[src/design/am_lock_config.svh]
`ifndef AM_LOCK_CONFIG_SVH
`define AM_LOCK_CONFIG_SVH

// marker field taken from one 66-bit block
`define AM_LEN        48
`define AM_LANES      20

// valid blocks between markers, standard value is 16384
`define AM_PERIOD     64
`define AM_CNT_W      14

// good markers after the first one before lock
`define AM_GOOD_COUNT 2

// consecutive bad markers that drop lock
`define AM_BAD_LIMIT  4

`endif

[src/design/am_lock_pkg.sv]
`include "am_lock_config.svh"

package am_lock_pkg;

	typedef logic [`AM_LEN-1:0]            am_value_t;  // M0..M2 over M4..M6
	typedef logic [`AM_LANES-1:0]          lane_mask_t; // one bit per pcs lane
	typedef logic [$clog2(`AM_LANES)-1:0]  lane_id_t;
	typedef logic [`AM_CNT_W-1:0]          block_cnt_t;

	// one block from block sync
	typedef struct packed
	{
		logic        valid;
		logic [1:0]  header;  // checked upstream
		logic [63:0] payload;
	} am_block_t;

	typedef struct packed
	{
		logic     lock;
		lane_id_t lane_id;    // only meaningful while locked
		logic     am_strobe;
	} am_status_t;

	typedef enum logic [1:0]
	{
		SEARCH,
		COUNT,
		LOCKED
	} lock_state_t;

endpackage

[src/design/am_lock_comparator.sv]
`timescale 1ns/1ps
`include "am_lock_config.svh"

module am_lock_comparator
(
	input  am_lock_pkg::am_value_t  i_am_value,
	input  am_lock_pkg::lane_mask_t i_match_mask,
	input  logic                    i_enable_mask,
	input  logic                    i_timer_done,
	output logic                    o_match,
	output am_lock_pkg::lane_mask_t o_match_vector
);

	// standard 100G lane markers, lane 0 in the low entry
	localparam logic [`AM_LANES-1:0][`AM_LEN-1:0] AM_TABLE =
	{
		48'hC0F0E53F0F1A, // lane 19
		48'h5F662AA099D5,
		48'hADD6B7522948,
		48'hC4314C3BCEB3,
		48'h3536CDCAC932,
		48'h83C7CA7C3835,
		48'h1AF8BDE50742,
		48'h5CB9B2A3464D,
		48'hB99155466EAA,
		48'hFD6C99029366, // lane 10
		48'h68C9FB973604,
		48'hA024765FDB89,
		48'h7B456684BA99,
		48'h9A4A2665B5D9,
		48'hDD14C222EB3D,
		48'hF507090AF8F6,
		48'h4D957BB26A84,
		48'h594BE8A6B417,
		48'h9D718E628E71,
		48'hC168213E97DE  // lane 0
	};

	logic compare_en;

	// all lanes in parallel
	always_comb
	begin
		for (int i = 0; i < `AM_LANES; i++)
			o_match_vector[i] = i_match_mask[i] && (AM_TABLE[i] == i_am_value);
	end

	assign compare_en = i_enable_mask || i_timer_done; // search or expected slot
	assign o_match    = (|o_match_vector) && compare_en;

endmodule

[src/design/am_lock_fsm.sv]
`timescale 1ns/1ps
`include "am_lock_config.svh"

module am_lock_fsm
(
	input  logic                    i_clk,
	input  logic                    i_rst,
	input  logic                    i_valid,
	input  logic                    i_timer_done,
	input  logic                    i_match,
	input  am_lock_pkg::lane_mask_t i_match_vector,
	output am_lock_pkg::lane_mask_t o_match_mask,
	output logic                    o_enable_mask,
	output logic                    o_restart,
	output am_lock_pkg::am_status_t o_status
);

	localparam int GOOD_W = $clog2(`AM_GOOD_COUNT + 1);
	localparam int BAD_W  = $clog2(`AM_BAD_LIMIT + 1);

	am_lock_pkg::lock_state_t state;
	am_lock_pkg::lane_mask_t  match_mask;
	am_lock_pkg::lane_id_t    lane_id;   // candidate lane
	am_lock_pkg::lane_id_t    found_id;
	am_lock_pkg::am_status_t  status;
	logic [GOOD_W-1:0]        good_cnt;
	logic [BAD_W-1:0]         bad_cnt;
	logic                     searching;
	logic                     check;     // valid block at expected slot
	logic                     last_good;
	logic                     last_bad;

	assign check     = i_valid && i_timer_done;
	assign last_good = (good_cnt == GOOD_W'(`AM_GOOD_COUNT - 1));
	assign last_bad  = (bad_cnt == BAD_W'(`AM_BAD_LIMIT - 1));

	// one-hot to lane number
	always_comb
	begin
		found_id = '0;
		for (int i = `AM_LANES - 1; i >= 0; i--)
			if (i_match_vector[i])
				found_id = am_lock_pkg::lane_id_t'(i);
	end

	always_ff @(posedge i_clk)
	begin
		if (i_rst)
		begin
			state      <= am_lock_pkg::SEARCH;
			match_mask <= '1;
			lane_id    <= '0;
			good_cnt   <= '0;
			bad_cnt    <= '0;
			searching  <= 1'b1;
			status     <= '0;
		end
		else
		begin
			status.am_strobe <= 1'b0; // single cycle pulse

			case (state)
				am_lock_pkg::SEARCH:
				begin
					if (i_valid && i_match)
					begin
						match_mask <= i_match_vector;
						lane_id    <= found_id;
						good_cnt   <= '0;
						bad_cnt    <= '0;
						searching  <= 1'b0; // timer runs from this block
						state      <= am_lock_pkg::COUNT;
					end
				end

				am_lock_pkg::COUNT:
				begin
					if (check)
					begin
						if (!i_match)
						begin
							match_mask <= '1;
							good_cnt   <= '0;
							searching  <= 1'b1;
							state      <= am_lock_pkg::SEARCH;
						end
						else if (last_good)
						begin
							good_cnt         <= '0;
							bad_cnt          <= '0;
							status.lock      <= 1'b1;
							status.lane_id   <= lane_id;
							status.am_strobe <= 1'b1;
							state            <= am_lock_pkg::LOCKED;
						end
						else
							good_cnt <= good_cnt + 1'b1;
					end
				end

				am_lock_pkg::LOCKED:
				begin
					if (check)
					begin
						if (i_match)
						begin
							bad_cnt          <= '0;
							status.am_strobe <= 1'b1;
						end
						else if (last_bad)
						begin
							// lost the lane, hunt again on all markers
							match_mask     <= '1;
							lane_id        <= '0;
							good_cnt       <= '0;
							bad_cnt        <= '0;
							searching      <= 1'b1;
							status.lock    <= 1'b0;
							status.lane_id <= '0;
							state          <= am_lock_pkg::SEARCH;
						end
						else
							bad_cnt <= bad_cnt + 1'b1;
					end
				end

				default:
				begin
					match_mask <= '1;
					searching  <= 1'b1;
					state      <= am_lock_pkg::SEARCH;
				end
			endcase
		end
	end

	assign o_match_mask  = match_mask;
	assign o_enable_mask = searching;
	assign o_restart     = searching; // timer held clear while searching
	assign o_status      = status;

endmodule

[src/design/am_lock_timer.sv]
`timescale 1ns/1ps
`include "am_lock_config.svh"

module am_lock_timer
(
	input  logic i_clk,
	input  logic i_rst,
	input  logic i_valid,
	input  logic i_restart,
	output logic o_timer_done
);

	localparam am_lock_pkg::block_cnt_t LAST_SLOT =
		am_lock_pkg::block_cnt_t'(`AM_PERIOD - 1);

	am_lock_pkg::block_cnt_t count; // valid blocks since the marker, minus one
	logic                    at_last;

	assign at_last      = (count == LAST_SLOT);
	assign o_timer_done = i_valid && at_last;

	always_ff @(posedge i_clk)
	begin
		if (i_rst)
			count <= '0;
		else if (i_valid)
		begin
			if (i_restart || at_last)
				count <= '0;
			else
				count <= count + 1'b1;
		end
	end

endmodule

[src/design/am_lock_top.sv]
`timescale 1ns/1ps

module am_lock_top
(
	input  logic                    i_clk,
	input  logic                    i_rst,
	input  am_lock_pkg::am_block_t  i_block,
	output am_lock_pkg::am_status_t o_status
);

	am_lock_pkg::am_value_t  am_value;
	am_lock_pkg::lane_mask_t match_mask;
	am_lock_pkg::lane_mask_t match_vector;
	logic                    block_valid;
	logic                    enable_mask;
	logic                    timer_done;
	logic                    match;
	logic                    restart;

	assign block_valid = i_block.valid;

	// M0..M2 above M4..M6, bip bytes dropped
	assign am_value = {i_block.payload[55:32], i_block.payload[23:0]};

	am_lock_comparator u_am_lock_comparator
	(
		.i_am_value     (am_value),
		.i_match_mask   (match_mask),
		.i_enable_mask  (enable_mask),
		.i_timer_done   (timer_done),
		.o_match        (match),
		.o_match_vector (match_vector)
	);

	am_lock_timer u_am_lock_timer
	(
		.i_clk        (i_clk),
		.i_rst        (i_rst),
		.i_valid      (block_valid),
		.i_restart    (restart),
		.o_timer_done (timer_done)
	);

	am_lock_fsm u_am_lock_fsm
	(
		.i_clk          (i_clk),
		.i_rst          (i_rst),
		.i_valid        (block_valid),
		.i_timer_done   (timer_done),
		.i_match        (match),
		.i_match_vector (match_vector),
		.o_match_mask   (match_mask),
		.o_enable_mask  (enable_mask),
		.o_restart      (restart),
		.o_status       (o_status)
	);

endmodule

[config.mk]
export PLATFORM = sky130hd
export DESIGN_NAME = am_lock_top
export DESIGN_NICKNAME = d
export VERILOG_FILES = /design/src/design/am_lock_pkg.sv /design/src/design/am_lock_comparator.sv /design/src/design/am_lock_fsm.sv /design/src/design/am_lock_timer.sv /design/src/design/am_lock_top.sv
export VERILOG_INCLUDE_DIRS = /design/src /design/src/design
export SDC_FILE = /design/constraint.sdc
export NUM_CORES = 1
export LEC_CHECK = 0
export ABC_AREA = 1
export BUFFER_PORTS_ARGS = -buffer_cell sky130_fd_sc_hd__buf_2
export CORE_UTILIZATION = 30
export CTS_CLUSTER_SIZE = 40
export DETAILED_ROUTE_END_ITERATION = 7
export GPL_TIMING_DRIVEN = 1
export PLACE_DENSITY = 0.46
export SYNTH_ARGS = -nofsm -noshare
export SYNTH_HDL_FRONTEND = slang
export SYNTH_SLANG_ARGS = --single-unit
[constraint.sdc]
create_clock -name i_clk -period 6.7 [get_ports i_clk]
set_input_delay 1.34 -clock i_clk [delete_from_list [all_inputs] [get_ports i_clk]]
set_output_delay 1.34 -clock i_clk [all_outputs]
set_load 0.02 [all_outputs]
==> out/qor.yml <==
cap_viol_max_count: 0
hold_slack_ns: 0.444
fin_crit_ns: 4.60
power_frac_comb: 0.400
grt_max_degree: 31
htreeDepth: 2
syn-num-nets: 1463
portBuffers: 57
ys_types: 38
worstMarginPinSlew_ns: 1.02
die_area_sq_mm: 0.0234
final_hold_viol_count: 0
cts_buffers: 5
yosys_most_used_dff: "dfxtp_1"
status: "complete, no violations"
num_vias: 9324
use_met2: 0.465
clkLatencyLatePin_ns: 0.31
antenna_found_initial: 0
wl_per_cell_um: 22.8
core_sq_mm: 0.0221
antenna_left: 0
fin_util: 0.342
fillCellCount: 2676
maxSlewViolCount: 0
path_buf_inv: 2
synth_area_leaders: "nand2_1 24%, nor2_1 21%, dfxtp_1 16%, nand3_1 9.2%, inv_1 7.4%"
maxSlewHeadroom: 0.312
post-route-drc-count: 0
n_antenna_cell: 0
intPower_uw: 634
setup_viol: 0
max_freq_mhz: 217
clockPowerShare: 0.235
use_met1: 0.479
synth_seq_cells: 54
cts_resized: 0
p_leak_nw: 3.03
cts_setup_buffers: 0
row_count: 54
gp_congestion: 1.04
power.density_mw_per_mm2: 153
totalWireLength_um: 39000
synthArstFlopShare: 0
die_y_um: 153
synth_top_cell_by_area: "nand2_1"
drt_iter0_drc: 968
required_ns: 6.88
setup_tns_ns: 0
synthCells: 1388
cts_root_buf: "clkbuf_16"
cp_top_family: "simple AND/OR/NAND/NOR gates"
cp_cell_sequence: "buf_2 -> nor2_1 -> nand2_1 -> nor2_1 -> nand2_1 -> nor2_1 -> nand3_1 -> nand2_1 -> nor2_1 -> nand3_2 -> o21ai_2 -> a21oi_4 -> buf_4 -> nand2_1 -> o21ai_0 -> nand3_1"
peakVddDrop_uv: 117
start_kind: "input pin"
critPathArrivalTime_ns: 4.78
synth_edf_count: 0
ys_warn_count: 0
grt_pass1_wl_um: 56200
syn_area_per_cell_sq_um: 4.93
cts_buffer_depth: 2
first_pass_iters: 6
final_cell_mix: "434 x nand2_1, 377 x nor2_1, 135 x inv_1, 126 x nand3_1, 71 x nand4_1"
fin_nets: 1507
track_usage: 0.332
min_period_over_period: 0.687
crit_path_max_fanout: 22
ctsHoldBuffers: 0
grt_pass1_vias: 8520
min_path_type: "reg2reg"
fin_skew_ns: 0.0134
area_growth_pct: 10.4
switchingPower_uw: 525
p_total_mw: 1.16
yosysSeqAreaShare: 0.158
slowest_stage: "nand2_1"
cts_sinks: 54
final_common_cell: "nand2_1"
die_x_um: 153
grt-ovfl-total: 0
synth_top_area_frac: 0.238
syn_area_sq_mm: 0.00684
path_clk_slew_ns: 0.08
use_met3: 0.106
seqPwrFrac: 0.365
endpoint_kind: "flip-flop"
criticalPathCategory: "in2reg"
viasPerCell: 5.44
rsz0062_at_grt: "no"
start_util: 0.310
cp_slowest_stage_delay_ns: 0.55
layout-drive-gt1-share: 0.0844
ioPinCount: 76
tritoncts: "built"
place_hpwl_um: 33500
top_usage_layer: "met1"
p_sw_frac: 0.453
==> power by group through the flow <==
stage	clock, mW	sequential, mW	combinational (mW)
after floorplan	0	0.403	0.314
after global placement	0	0.429	0.452
final	0.273	0.423	0.464
after CTS	0.278	0.421	0.456
after detailed placement	0	0.429	0.455
after global routing	0.295	0.425	0.518
==> state kept, by name, summed over array words and instances (netlist names) <==
register	cells
u_am_lock_fsm.bad_cnt	3
u_am_lock_fsm.good_cnt	2
u_am_lock_fsm.lane_id	5
u_am_lock_fsm.o_enable_mask	1
u_am_lock_fsm.o_match_mask	20
u_am_lock_fsm.o_status	7
u_am_lock_fsm.state	2
u_am_lock_timer.count	14
==> area by class of cell <==
type,instances,area [sq um],share of cell area
Clock inverter,3,25.0,0.00331
Inverter,146,548,0.0725
Timing Repair Buffer,62,323,0.0427
Clock buffer,5,125,0.0166
Multi-Input combinational cell,1163,5110,0.676
Sequential cell,54,1080,0.143
Tap cell,280,350,0.0463
==> cell families (layout without fill, tap and decap cells) <==
group | after synthesis | after routing | synth area share
simple gates | 1095 | 1095 | 0.680
buf+inv | 171 | 216 | 0.0960
compound gates | 57 | 57 | 0.0483
xor+xnor | 5 | 5 | 0.00640
fa+ha+maj | 6 | 6 | 0.0110
flops | 54 | 54 | 0.158
==> metrics by stage <==
stage,setup WS (ns),std cells,instance area (sq um)
final,2.10,1713,7560
after global placement,1.96,1705,7410
after floorplan,3.55,1388,6840
after detailed placement,1.95,1705,7410
after global routing,1.89,1713,7560
after CTS,2.28,1713,7560
==> tightest hold or removal path, cell delays in order (launching register included) <==
cell	delay (ns)
dfxtp_1	0.32
inv_1	0.05
nor2_1	0.03
==> per-layer routing <==
metal	up-vias	share of wire
li1	4495	-
met1	4276	0.47
met2	478	0.39
met3	75	0.11
met4	0	0.029
met5	-	0
==> synth_stat cells (2+ instances only) <==
master and n:
nand3_1 126, inv_2 11, nor4_1 2, nand4_1 71, xnor2_1 4, buf_2 12, nor3_1 41, ha_1 6
o21ai_1 21, o21ai_0 9, nand2_2 5, nand3_2 2, o21a_1 2, a21oi_1 14, inv_1 135, nor2_4 5
a2111oi_0 2, nand3b_1 2, nor2_2 21, a211oi_1 2, or2_2 2, nand2_1 434, and2_1 3, nor2_1 377
dfxtp_1 54, clkbuf_1 13
==> worst paths after layout <==
kind	startpoint	endpoint	slack, ns	cells after the start
hold reg to reg	u_am_lock_fsm.good_cnt[1]	u_am_lock_fsm.good_cnt[1]	0.44	2
hold / removal	u_am_lock_fsm.good_cnt[1]	u_am_lock_fsm.good_cnt[1]	0.44	2
setup / recovery	i_block[38]	u_am_lock_fsm.o_match_mask[0]	2.10	16
setup reg to reg	u_am_lock_timer.count[0]	u_am_lock_fsm.o_match_mask[0]	3.23	13
(Power assumes the default switching activity.)
